==> src/mips_pkg.sv <==
package mips_pkg;

	typedef logic [31:0] word_t;		// Register, operand, data and instruction word
	typedef logic [31:0] addr_t;		// Word address for PC and data
	typedef logic [4:0] reg_addr_t;		// Register index
	typedef logic [5:0] opcode_t;		// Instruction bits 31:26
	typedef logic [5:0] funct_t;		// Instruction bits 5:0

	typedef enum logic [1:0] {PC_BRANCH = 2'd0, PC_JUMP = 2'd1, PC_REG = 2'd2, PC_NEXT = 2'd3} pc_src_t;
	typedef enum logic [1:0] {DST_RT = 2'd0, DST_RD = 2'd1, DST_RA = 2'd2} reg_dst_t;
	typedef enum logic [1:0] {WB_ALU = 2'd0, WB_MEM = 2'd1, WB_RA = 2'd2, WB_MUU = 2'd3} wb_src_t;
	typedef enum logic [1:0] {WE_NONE = 2'd0, WE_ALWAYS = 2'd1, WE_COND = 2'd2} reg_we_t;

	// ALU request from the control unit
	typedef enum logic [3:0] {
		ALUOP_ADD = 4'd0,
		ALUOP_SUB = 4'd1,
		ALUOP_AND = 4'd2,
		ALUOP_OR = 4'd4,
		ALUOP_XOR = 4'd5,
		ALUOP_FUNCT = 4'd6,				// Look at funct field
		ALUOP_GEZ = 4'd7,
		ALUOP_LUI = 4'd9
	} alu_op_t;

	// Operation the ALU actually performs
	typedef enum logic [3:0] {
		ALU_ADD, ALU_SUB, ALU_AND, ALU_OR, ALU_XOR, ALU_NOR,
		ALU_SLT, ALU_SLTU, ALU_LUI, ALU_GEZ, ALU_PASS_B
	} alu_fn_t;

	localparam opcode_t OP_RTYPE = 6'h00;
	localparam opcode_t OP_REGIMM = 6'h01;		// BGEZ and BGEZAL chosen by rt
	localparam opcode_t OP_J = 6'h02;
	localparam opcode_t OP_JAL = 6'h03;
	localparam opcode_t OP_BEQ = 6'h04;
	localparam opcode_t OP_BNE = 6'h05;
	localparam opcode_t OP_ADDI = 6'h08;
	localparam opcode_t OP_ADDIU = 6'h09;
	localparam opcode_t OP_ANDI = 6'h0c;
	localparam opcode_t OP_ORI = 6'h0d;
	localparam opcode_t OP_XORI = 6'h0e;
	localparam opcode_t OP_LUI = 6'h0f;
	localparam opcode_t OP_SPECIAL2 = 6'h1c;	// MUL, MADD, MSUBU
	localparam opcode_t OP_LB = 6'h20;
	localparam opcode_t OP_LW = 6'h23;
	localparam opcode_t OP_SB = 6'h28;
	localparam opcode_t OP_SW = 6'h2b;

	localparam funct_t FN_JR = 6'h08;
	localparam funct_t FN_JALR = 6'h09;
	localparam funct_t FN_MOVN = 6'h0b;
	localparam funct_t FN_MFHI = 6'h10;
	localparam funct_t FN_MFLO = 6'h12;
	localparam funct_t FN_MULT = 6'h18;
	localparam funct_t FN_MULTU = 6'h19;
	localparam funct_t FN_ADD = 6'h20;
	localparam funct_t FN_ADDU = 6'h21;
	localparam funct_t FN_SUB = 6'h22;
	localparam funct_t FN_SUBU = 6'h23;
	localparam funct_t FN_AND = 6'h24;
	localparam funct_t FN_OR = 6'h25;
	localparam funct_t FN_XOR = 6'h26;
	localparam funct_t FN_NOR = 6'h27;
	localparam funct_t FN_SLT = 6'h2a;
	localparam funct_t FN_SLTU = 6'h2b;
	localparam funct_t FN_MADD = 6'h00;		// SPECIAL2 functs
	localparam funct_t FN_MUL = 6'h02;
	localparam funct_t FN_MSUBU = 6'h05;

	localparam reg_addr_t RT_BGEZ = 5'h01;		// REGIMM variants in rt
	localparam reg_addr_t RT_BGEZAL = 5'h11;
	localparam reg_addr_t RA_INDEX = 5'd31;		// Link register

endpackage

==> src/control_unit.sv <==
`timescale 1ns/1ns

module control_unit
(
	input mips_pkg::opcode_t opcode,		// Instruction opcode
	input mips_pkg::funct_t funct,			// R-type and SPECIAL2 function
	input mips_pkg::reg_addr_t rt,			// Selects BGEZ or BGEZAL
	output mips_pkg::pc_src_t pc_src,		// Next PC source
	output mips_pkg::reg_dst_t reg_dst,		// Destination register choice
	output mips_pkg::wb_src_t reg_write,		// Write-back data source
	output mips_pkg::alu_op_t op_alu,		// Requested ALU operation
	output logic write_enable_mem,			// Data memory store
	output logic orig_alu,				// Second operand is the immediate
	output mips_pkg::reg_we_t write_enable_reg,	// Register write mode
	output logic equal,				// Branch when flag equals this
	output logic signed_imm_extension,		// Sign or zero extend immediate
	output logic mem_byte_mode			// Byte access instead of word
);

	always_comb
	begin
		pc_src = mips_pkg::PC_NEXT;		// Plain PC+1 unless decoded otherwise
		reg_dst = mips_pkg::DST_RT;
		reg_write = mips_pkg::WB_ALU;
		op_alu = mips_pkg::ALUOP_ADD;
		write_enable_mem = 1'b0;
		orig_alu = 1'b0;
		write_enable_reg = mips_pkg::WE_NONE;	// Unknown opcodes write nothing
		equal = 1'b1;
		signed_imm_extension = 1'b1;
		mem_byte_mode = 1'b0;

		case (opcode)
			mips_pkg::OP_RTYPE:
			begin
				reg_dst = mips_pkg::DST_RD;		// Three register form
				op_alu = mips_pkg::ALUOP_FUNCT;		// ALU control reads funct
				case (funct)
					mips_pkg::FN_JR:
						pc_src = mips_pkg::PC_REG;	// PC = rs
					mips_pkg::FN_JALR:
					begin
						pc_src = mips_pkg::PC_REG;
						reg_dst = mips_pkg::DST_RA;	// Link into $ra
						reg_write = mips_pkg::WB_RA;
						write_enable_reg = mips_pkg::WE_ALWAYS;
					end
					mips_pkg::FN_MOVN:
						write_enable_reg = mips_pkg::WE_COND;	// Only when rt is non-zero
					mips_pkg::FN_MFHI, mips_pkg::FN_MFLO,
					mips_pkg::FN_MULT, mips_pkg::FN_MULTU:
					begin
						reg_write = mips_pkg::WB_MUU;		// Multiply unit result
						write_enable_reg = mips_pkg::WE_COND;	// Unit decides
					end
					mips_pkg::FN_ADD, mips_pkg::FN_ADDU, mips_pkg::FN_SUB,
					mips_pkg::FN_SUBU, mips_pkg::FN_AND, mips_pkg::FN_OR,
					mips_pkg::FN_XOR, mips_pkg::FN_NOR, mips_pkg::FN_SLT,
					mips_pkg::FN_SLTU:
						write_enable_reg = mips_pkg::WE_ALWAYS;
					default:
						write_enable_reg = mips_pkg::WE_NONE;	// Shifts not supported
				endcase
			end

			mips_pkg::OP_SPECIAL2:
			begin
				reg_dst = mips_pkg::DST_RD;
				case (funct)
					mips_pkg::FN_MUL, mips_pkg::FN_MADD, mips_pkg::FN_MSUBU:
					begin
						reg_write = mips_pkg::WB_MUU;
						write_enable_reg = mips_pkg::WE_COND;	// Only MUL writes rd
					end
					default:
						write_enable_reg = mips_pkg::WE_NONE;
				endcase
			end

			mips_pkg::OP_ADDI, mips_pkg::OP_ADDIU:
			begin
				orig_alu = 1'b1;			// Add sign extended immediate
				write_enable_reg = mips_pkg::WE_ALWAYS;
			end

			mips_pkg::OP_ANDI, mips_pkg::OP_ORI, mips_pkg::OP_XORI, mips_pkg::OP_LUI:
			begin
				orig_alu = 1'b1;
				signed_imm_extension = 1'b0;		// Logic immediates zero extend
				write_enable_reg = mips_pkg::WE_ALWAYS;
				case (opcode)
					mips_pkg::OP_ANDI: op_alu = mips_pkg::ALUOP_AND;
					mips_pkg::OP_ORI: op_alu = mips_pkg::ALUOP_OR;
					mips_pkg::OP_XORI: op_alu = mips_pkg::ALUOP_XOR;
					default: op_alu = mips_pkg::ALUOP_LUI;
				endcase
			end

			mips_pkg::OP_BEQ, mips_pkg::OP_BNE:
			begin
				pc_src = mips_pkg::PC_BRANCH;
				op_alu = mips_pkg::ALUOP_SUB;		// Zero flag compares rs and rt
				equal = (opcode == mips_pkg::OP_BEQ);	// BNE branches on flag low
			end

			mips_pkg::OP_REGIMM:
			begin
				op_alu = mips_pkg::ALUOP_GEZ;		// Flag is rs >= 0
				orig_alu = 1'b1;
				case (rt)
					mips_pkg::RT_BGEZ:
						pc_src = mips_pkg::PC_BRANCH;
					mips_pkg::RT_BGEZAL:
					begin
						pc_src = mips_pkg::PC_BRANCH;
						reg_dst = mips_pkg::DST_RA;	// Links even when not taken
						reg_write = mips_pkg::WB_RA;
						write_enable_reg = mips_pkg::WE_ALWAYS;
					end
					default:
						pc_src = mips_pkg::PC_NEXT;	// Other REGIMM forms ignored
				endcase
			end

			mips_pkg::OP_LW, mips_pkg::OP_LB:
			begin
				orig_alu = 1'b1;			// Address is rs + offset
				reg_write = mips_pkg::WB_MEM;
				write_enable_reg = mips_pkg::WE_ALWAYS;
				mem_byte_mode = (opcode == mips_pkg::OP_LB);
			end

			mips_pkg::OP_SW, mips_pkg::OP_SB:
			begin
				orig_alu = 1'b1;
				write_enable_mem = 1'b1;
				mem_byte_mode = (opcode == mips_pkg::OP_SB);
			end

			mips_pkg::OP_J:
				pc_src = mips_pkg::PC_JUMP;

			mips_pkg::OP_JAL:
			begin
				pc_src = mips_pkg::PC_JUMP;
				reg_dst = mips_pkg::DST_RA;		// Return address to $ra
				reg_write = mips_pkg::WB_RA;
				write_enable_reg = mips_pkg::WE_ALWAYS;
			end

			default:
				pc_src = mips_pkg::PC_NEXT;
		endcase
	end

endmodule

==> config.mk <==
export PLATFORM = sky130hd
export DESIGN_NAME = control_unit
export DESIGN_NICKNAME = d
export VERILOG_FILES = /design/src/mips_pkg.sv /design/src/control_unit.sv
export SDC_FILE = /design/constraint.sdc
export NUM_CORES = 1
export LEC_CHECK = 0
export BUFFER_PORTS_ARGS = -buffer_cell sky130_fd_sc_hd__buf_2
export CAP_MARGIN = 20
export CORE_MARGIN = 4
export CORE_UTILIZATION = 30
export DETAILED_ROUTE_END_ITERATION = 8
export MAX_ROUTING_LAYER = met4
export PLACE_DENSITY = 0.62
export REMOVE_ABC_BUFFERS = 1
export SYNTH_ARGS = -nofsm -noshare
export SYNTH_HDL_FRONTEND = slang
export SYNTH_SLANG_ARGS = --single-unit
==> constraint.sdc <==
create_clock -name vclk -period 3.3
set_input_delay 0.66 -clock vclk [all_inputs]
set_output_delay 0.66 -clock vclk [all_outputs]
set_load 0.05 [all_outputs]
==> results.md, run 1 <==
* Die height at between 40 and 50 um
* Core ar. at between 1500 and 2000 um2
* DRC at 0
* First-pass GRT wire length at around 2.4 mm
* Total power at just over 0.08 mW
* Initial Util at 32.3%
* Status: complete, no violations
* Final min period at around 2.7 ns
* Hold Crit Start: funct[1]
* HPWL Detailed at approximately 1.2 mm
* Sequential cell area fraction in the yosys report at 0%
* Vias at approximately 650
* Final hold vios at 0
* Worst VDD drop at ~0.071 mV
* # fillers at between 150 and 200
* Cts hold-fix bufs at 0
* Commonest non-fill, non-tap cells in the layout: 34 x buf_2, 11 x nor2_1, 6 x nand2_1
* Nets at ~120
* Placed inst area at 646 um2
* Max Cap Violations at 0
* Layout cell share with drive strength beyond 1 at 44.4%
* Maximum clock rate at 0.372 GHz
* Layout area overhead at 31.3%
* Fin crit share at between 80% and 90%
* Total Die Area at between 2000 and 2500 um2
* Resized cells post-CTS at 0
* CP Max Fanout at 11
* Fin. max-slew vios at 0
* Via density at 5.63
* Antenna viol nets, final at 0
* CP Capture Type: output pin
* Register area at 0 um2
* Worst path arrival time at 2.03 ns
* Synth Instances at 70
* Startpoint types: input port
* Syn avg cell area at about 7 um2
* Diode count at 0
* Ranking of synthesized cells by area: nor2_1 8.4%, nor4b_2 6.1%, xnor2_4 5.6%
* DP Worst Slack at 0.620 ns
* Die Wd at just under 50 um
* Worst setup margin at 0.615 ns
* Seq_cells at 0
* CLK BUF at 0
* Cell Pwr Density at 126 nW/um2
* Initial DRT Pass Iterations at 4
* IO Port Bufs at 34
* Largest net degree at the start of global routing at 16
* Number of global-route vias before repair at 550
* Commonest non-fill, non-tap cell in the layout: buf_2
* Final setup viols at 0
* P_leak at ~0.27 nW
* Least-Margin Pin Slew at ~0.37 ns
* Initial antenna violation count at 0
* Design area at approximately 650 um2
* Distinct cells, synth at 37
* Routability cong. at ~0.9
* Mapped Area at 492 um2
* RSZ-0062 raised after global routing: no
* Site Rows at 14
* Global Route Usage Sum at 11.4%
* Post-Route Setup TNS at 0 ns
* DRT Wirelength at roughly 1.5 mm
* WL/cell at around 13 um
* Worst min path class: input port to output pin
* Worst Setup Path Type: input port to output pin
* Yosys warnings at 0
* CP required at 2.64 ns
* Hold_ws at 1.77 ns
* 1st-iter DRT viols at 9
* I/O pins at 34
* Synth top area share at around 8.4%
* Synth area leader: nor2_1
* Setup Buffers After CTS at 0
* Grt total ovfl at 0
* Crit path launch: opcode[1]
* Max transition margin at 75.3%
kinds of logic (layout without fill, tap and decap cells):
logic type | Yosys count | in the layout | synth area share, %
and+or+nand+nor | 44 | 44 | 54.7
xor gates and xnor gates | 1 | 1 | 5.60
muxes | 1 | 1 | 2.04
AOI/OAI and AO/OA | 16 | 16 | 28.0
buffers and inverters | 8 | 37 | 9.67
cells in the mapped netlist:
cell / count
nor2_1: 11
nand2_1: 6
inv_1: 3
nand2b_1: 3
nand3_1: 3
nor2b_1: 3
nor4b_1: 3
a21oi_1: 2
buf_2: 2
buf_6: 2
nor3_1: 2
nor4b_2: 2
o2111ai_1: 2
o22a_1: 2
or2_2: 2
a2111o_1: 1
a2111oi_2: 1
a21o_1: 1
a22oi_1: 1
a311o_1: 1
a31oi_2: 1
and2_1: 1
and3b_1: 1
clkbuf_1: 1
mux2i_1: 1
nand2_2: 1
nand3b_1: 1
nand4_1: 1
nand4b_1: 1
nor2_4: 1
nor4_2: 1
o21ai_1: 1
o221ai_1: 1
o22ai_1: 1
o41ai_1: 1
or3_1: 1
xnor2_4: 1
layout make-up:
type                            count  area [um2]  area share [%]
Multi-Input combinational cell     62         444            68.8
Timing Repair Buffer               34         170            26.4
Tap cell                           16        20.0            3.10
Inverter                            3        11.3            1.74
worst paths after layout:
path,end,slack [ns],depth (start not counted)
setup / recovery,write_enable_reg[0],0.61,6
hold / removal,write_enable_reg[1],1.77,4
critical path, stage by stage:
cell and delay (ns):
buf_2 0.19, nor2_4 0.21, o2111ai_1 0.16, a2111oi_2 0.38, a311o_1 0.17, buf_2 0.26
per-stage QoR:
| step | util [%] | instances |
|---|---|---|
| 6_report | 42.4 | 115 |
| 5_1_grt | 42.4 | 115 |
| 4_1_cts | 42.4 | 115 |
| 3_5_place_dp | 42.4 | 115 |
| 3_3_place_gp | 42.4 | 115 |
| 2_1_floorplan | - | 65 |
metal layers:
layer	share of wire [%]	routed length, um	track usage (%)
met5	0	0	-
met2	46	708	18.7
met3	10	156	2.45
met1	44	672	15.2
met4	0	0	0.448
power by group:
part / total (mW) / internal, mW / switching, mW
combinational: 0.0812 / 0.0273 / 0.0538
sequential: 0 / 0 / 0
clock: 0 / 0 / 0
Power figures use the tool's default switching activity.
==> run 2: changes to the inputs <==
--- a/config.mk
+++ b/config.mk
@@ -11,7 +11,7 @@
 export CORE_UTILIZATION = 30
 export DETAILED_ROUTE_END_ITERATION = 8
 export MAX_ROUTING_LAYER = met4
-export PLACE_DENSITY = 0.62
+export PLACE_DENSITY = 0.65
 export REMOVE_ABC_BUFFERS = 1
 export SYNTH_ARGS = -nofsm -noshare
 export SYNTH_HDL_FRONTEND = slang
==> constraint.sdc (replaced) <==
create_clock -name vclk -period 2.2
set_input_delay 0.44 -clock vclk [all_inputs]
set_output_delay 0.44 -clock vclk [all_outputs]
set_load 0.05 [all_outputs]
==> run 2 against run 1 <==
  * Die area stayed put
  * Hold slack got worse by 0.45 ns
  * Non-clock buffer count up 6
  * Sequential share of layout area unchanged
  * Combinational power rose by 65%
  * Sequential cell count unchanged
  * Critical path type unchanged
  * Highest routed layer is now met4
==> results.md, run 2 (synthesis results as in run 1) <==
* Max Cap Violations at 0 (unchanged)
* HPWL Detailed at 1.30 mm (was 1.22 mm)
* Diode count at 0 (unchanged)
* CP Max Fanout at 10 (was 11)
* Sw Share at 62.9% (was 66.3%)
* Via density at 5.41 (was 5.63)
* CP required at 1.76 ns (was 2.64 ns)
* Seq_cells at 0 (unchanged)
* Fin. max-slew vios at 0 (unchanged)
* Largest net degree at the start of global routing at 11 (was 16)
* Initial Util at 32.3% (unchanged)
* Hold Crit Start: opcode[2] (was funct[1])
* Hold Path End: write_enable_mem (was write_enable_reg[1])
* Combinational power share at 100.0% (about the same)
* Sequential power share at 0% (about the same)
* CLK BUF at 0 (unchanged)
* Worst min path class: input port to output pin (unchanged)
* Initial antenna violation count at 0 (unchanged)
* Max transition margin at 79.2% (was 75.3%)
* Setup Buffers After CTS at 0 (unchanged)
* Antenna viol nets, final at 0 (unchanged)
* Cts hold-fix bufs at 0 (unchanged)
* Routability cong. at 0.823 (was 0.880)
* Grt total ovfl at 0 (unchanged)
* CP Capture Type: output pin (unchanged)
* P_leak at 0.310 nW (was 0.275 nW)
* Hold depth at 3 (was 4)
* Worst path arrival time at 1.70 ns (was 2.03 ns)
* Nets at 124 (was 118)
* Cell Pwr Density at 186 nW/um2 (was 126 nW/um2)
* Worst Setup Path Type: input port to output pin (unchanged)
* Final hold vios at 0 (unchanged)
* Number of global-route vias before repair at 598 (was 550)
* P_sw at 0.0842 mW (was 0.0538 mW)
* Worst VDD drop at 0.0992 mV (was 0.0712 mV)
* WL/cell at 13.1 um (was 13.4 um)
* Total Die Area at 2350 um2 (unchanged)
* DRC at 0 (unchanged)
* Status: complete, no violations (unchanged)
* I/O pins at 34 (unchanged)
* DRT Wirelength at 1.59 mm (was 1.54 mm)
* Maximum clock rate at 0.466 GHz
* Least-Margin Pin Slew at 0.307 ns (was 0.367 ns)
* Commonest non-fill, non-tap cells in the layout: 30 x buf_2, 11 x nor2_1, 8 x buf_4 (was 34 x buf_2, 11 x nor2_1, 6 x nand2_1)
* Total power at 0.134 mW (was 0.0812 mW)
* Final min period at around 2.1 ns
* Fin crit share at a little over nine tenths
* Int Power at 0.0496 mW (was 0.0273 mW)
* Clock network power share at 0% (about the same)
* Vias at 655 (was 648)
* IO Port Bufs at 34 (unchanged)
* DP Worst Slack at -0.00600 ns (was 0.620 ns)
* Initial DRT Pass Iterations at 5 (was 4)
* Worst setup margin at 0.0561 ns (was 0.615 ns)
* Final setup viols at 0 (unchanged)
* # fillers at 150 (was 159)
* Post-Route Setup TNS at 0 ns (unchanged)
* Die Wd at 48.5 um (unchanged)
* Startpoint types: input port (unchanged)
* Core ar. at 1520 um2 (unchanged)
* Global Route Usage Sum at 12.9% (was 11.4%)
* 1st-iter DRT viols at 23 (was 9)
* Die height at 48.5 um (unchanged)
* First-pass GRT wire length at 2.62 mm (was 2.35 mm)
* Register area at 0 um2 (unchanged)
* Site Rows at 14 (unchanged)
* Layout cell share with drive strength beyond 1 at 47.6% (was 44.4%)
* Commonest non-fill, non-tap cell in the layout: buf_2 (unchanged)
* Layout area overhead at 46.1% (was 31.3%)
==> run 2: how the worst max path moves through the flow <==
stage	end	start	slack (ns)
3_3_place_gp	reg_write[0]	opcode[3]	0.003
4_1_cts	write_enable_reg[1]	opcode[3]	0.02
3_5_place_dp	reg_write[0]	opcode[3]	-0.006
5_1_grt	write_enable_reg[1]	opcode[4]	-0.02
2_1_floorplan	mem_byte_mode	opcode[2]	-0.61
6_report	write_enable_reg[1]	opcode[4]	0.06
==> run 2: layer usage <==
layer	GRT usage, %	up-vias	wire length, um
met3	1.84	2	126
met4	1.79	0	14
met5	-	-	0
li1	-	336	-
met1	17.8	287	688
met2	20.4	30	760
==> run 2: repair_timing <==
item / 4_1_cts / 5_1_grt
hold endpoints to repair: 0 / 0
endpoints found under the setup margin: 1 / 5
gates resized for setup: 1 / 6
==> run 2: worst max-delay path: stages <==
cell and delay [ns]:
buf_2 0.21, nor4b_1 0.31, o2111ai_1 0.15, a21o_1 0.24, o21ai_1 0.08, buf_2 0.28
==> run 2: layout make-up <==
type / count / area (um2) / share of cell area, %
tap: 16 / 20.0 / 2.79
multi-input combinational: 62 / 462 / 64.3
timing repair buffer: 40 / 225 / 31.4
inverter: 3 / 11.3 / 1.57
==> run 2: per-stage QoR <==
stage / cell area, um2 / instances / util, % / hold WS, ns
after floorplan: 455 / 65 / - / 1.06
after global placement: 691 / 121 / 45.3 / 1.31
after detailed placement: 691 / 121 / 45.3 / 1.30
after CTS: 693 / 121 / 45.5 / 1.31
after global routing: 718 / 121 / 47.1 / 1.34
final: 718 / 121 / 47.1 / 1.33
==> run 2: power groups by stage <==
stage	combinational [mW]	sequential [mW]	clock (mW)
floorplan	0.0698	0	0
global placement	0.128	0	0
detailed placement	0.128	0	0
CTS	0.129	0	0
global route	0.145	0	0
finish	0.134	0	0
==> run 3: changes to the inputs <==
--- a/config.mk
+++ b/config.mk
@@ -7,7 +7,7 @@
 export LEC_CHECK = 0
 export BUFFER_PORTS_ARGS = -buffer_cell sky130_fd_sc_hd__buf_2
 export CAP_MARGIN = 20
-export CORE_MARGIN = 4
+export CORE_MARGIN = 5
 export CORE_UTILIZATION = 30
 export DETAILED_ROUTE_END_ITERATION = 8
 export MAX_ROUTING_LAYER = met4
==> run 3 against run 2 <==
  * Critical path type unchanged
  * Routed wire length decreased by 2.5%
  * Via count decreased by 0.92%
  * Global-route usage decreased by 0.69 points
  * Die area increased by 8.4%
  * Sequential cell count unchanged
  * Cell count increased by 0.83%
  * Critical endpoint is now reg_write[1]
  * Non-clock buffer count increased by 1
  * Combinational power about the same
  * Setup slack improved by 0.052 ns
  * Hold slack improved by 0.022 ns
==> results.md, run 3 (synthesis results as in run 1) <==
* CP Capture Type: output pin (unchanged)
* Worst path depth at 6 (unchanged)
* I/O pins at 34 (unchanged)
* Final hold vios at 0 (unchanged)
* Crit path launch: funct[2] (was opcode[4])
* Sequential power share at 0% (about the same)
* Post-Route Setup TNS at 0 ns (unchanged)
* Sw Share at 62.4% (was 62.9%)
* Antenna viol nets, final at 0 (unchanged)
* Critical Path End: reg_write[1] (was write_enable_reg[1])
* Worst path arrival time at 1.65 ns (was 1.70 ns)
* Seq_cells at 0 (unchanged)
* Maximum clock rate at 0.478 GHz (was 0.466 GHz)
* Via density at 5.32 (was 5.41)
* DRC at 0 (unchanged)
* Diode count at 0 (unchanged)
* Startpoint types: input port (unchanged)
* WP buf/inv at 2 (unchanged)
* Multi-input logic area at 468 um2 (was 462 um2)
* Grt total ovfl at 0 (unchanged)
* CLK BUF at 0 (unchanged)
* Core ar. at 1520 um2 (unchanged)
* Max Cap Violations at 0 (unchanged)
* First-pass GRT wire length at 2.62 mm (unchanged)
* RSZ-0062 raised after global routing: no
* Cell Pwr Density at 187 nW/um2 (was 186 nW/um2)
* Initial Util at 32.3% (unchanged)
* Register area at 0 um2 (unchanged)
* Routability cong. at 0.873 (was 0.823)
* DP Worst Slack at 0.0409 ns (was -0.00600 ns)
* Largest net degree at the start of global routing at 15 (was 11)
* Fin. max-slew vios at 0 (unchanged)
* HPWL Detailed at 1.31 mm (was 1.30 mm)
* DRT Wirelength at 1.55 mm (was 1.59 mm)
* # fillers at 156 (was 150)
* Vias at 649 (was 655)
* Kind of cell adding the most delay to the critical path: simple AND/OR/NAND/NOR gates (was buffers and inverters)
* Commonest non-fill, non-tap cells in the layout: 32 x buf_2, 11 x nor2_1, 9 x buf_4 (was 30 x buf_2, 11 x nor2_1, 8 x buf_4)
* Final min period at 2.09 ns (was 2.14 ns)
* Worst VDD drop at 0.101 mV (was 0.0992 mV)
* 1st-iter DRT viols at 4 (was 23)
* Combinational power share at 100.0% (about the same)
* Setup Buffers After CTS at 0 (unchanged)
* Commonest non-fill, non-tap cell in the layout: buf_2 (unchanged)
* Initial antenna violation count at 0 (unchanged)
* IO Port Bufs at 34 (unchanged)
* CP Max Fanout at 5 (was 10)
* Layout area overhead at 47.8% (was 46.1%)
* Die Wd at 50.5 um (was 48.5 um)
* Worst min path class: input port to output pin (unchanged)
* Layout Utilization at 47.7% (was 47.1%)
* P_sw at 0.0847 mW (was 0.0842 mW)
* Final setup viols at 0 (unchanged)
* Status: complete, no violations (unchanged)
* Worst setup margin at 0.108 ns (was 0.0561 ns)
* Clock network power share at 0% (about the same)
* Most frequent CP cell: buf_2 (unchanged)
* Global Route Usage Sum at 12.2% (was 12.9%)
* CP required at 1.76 ns (about the same)
* P_leak at 0.318 nW (was 0.310 nW)
* Least-Margin Pin Slew at 0.292 ns (was 0.307 ns)
* WL/cell at 12.7 um (was 13.1 um)
* Max transition margin at 80.3% (was 79.2%)
* Nets at 125 (was 124)
* Site Rows at 14 (unchanged)
* Number of global-route vias before repair at 620 (was 598)
* Die height at 50.5 um (was 48.5 um)
* CP max stage cell: nor4b_2 (was nor4b_1)
* Slowest stage delay, CP at 0.32 ns (was 0.31 ns)
* Int Power at 0.0510 mW (was 0.0496 mW)
* Fin crit share at 95.1% (was 97.5%)
* Layout cell share with drive strength beyond 1 at 49.1% (was 47.6%)
* Critical path, cell by cell: buf_2, nor4b_2, nand4b_1, a31oi_2, nand2b_1, buf_2 (was buf_2, nor4b_1, o2111ai_1, a21o_1, o21ai_1, buf_2)
* Total Die Area at 2550 um2 (was 2350 um2)
* Worst Setup Path Type: input port to output pin (unchanged)
* Initial DRT Pass Iterations at 4 (was 5)
==> run 3: cell types whose count changed in the layout (fill, tap and decap cells not counted), sizes merged <==
cell	previous run	this run
buf	38	41
clkbuf	2	0
==> run 3: timing repair <==
item,CTS,global route
resized for setup,0,7
setup endpoints to repair,0,4
hold buffers,0,0
==> run 3: worst min path at each step <==
stage / startpoint / endpoint / slack (ns) / depth (start not counted)
6_report: funct[1] / write_enable_reg[1] / 1.35 / 4
3_3_place_gp: opcode[4] / orig_alu / 1.34 / 3
3_5_place_dp: opcode[4] / orig_alu / 1.35 / 3
2_1_floorplan: opcode[4] / orig_alu / 1.06 / 1
4_1_cts: funct[1] / write_enable_reg[1] / 1.35 / 4
5_1_grt: funct[1] / write_enable_reg[1] / 1.37 / 4
==> run 3: stage by stage <==
| stage | hold slack (ns) | cells | total power, mW | area, um2 |
|---|---|---|---|---|
| 3_3_place_gp | 1.34 | 122 | 0.129 | 698 |
| 6_report | 1.35 | 122 | 0.136 | 727 |
| 2_1_floorplan | 1.06 | 65 | 0.0698 | 455 |
| 3_5_place_dp | 1.35 | 122 | 0.130 | 698 |
| 5_1_grt | 1.37 | 122 | 0.147 | 727 |
| 4_1_cts | 1.35 | 122 | 0.130 | 698 |
==> run 3: worst min-delay path, stage by stage <==
cell and delay, ns:
buf_2 0.14, nand3_1 0.07, o21ai_1 0.06, buf_2 0.21
==> run 3: power groups by stage <==
| stage | combinational, mW | clock (mW) | sequential, mW |
|---|---|---|---|
| finish | 0.136 | 0 | 0 |
| global route | 0.147 | 0 | 0 |
| CTS | 0.130 | 0 | 0 |
| detailed placement | 0.130 | 0 | 0 |
| global placement | 0.129 | 0 | 0 |
| floorplan | 0.0698 | 0 | 0 |
==> run 3: area by class of cell <==
cell class,instances,area share [%]
Inverter,3,1.55
Multi-Input combinational cell,62,64.4
Tap cell,16,2.75
Timing Repair Buffer,41,31.3
==> run 3: per-layer routing <==
layer	track usage (%)	up-vias	part of all wire (%)
li1	-	340	-
met1	17.0	288	47
met2	20.7	21	48
met3	0.592	0	5.1
met4	0	0	0
met5	-	-	0
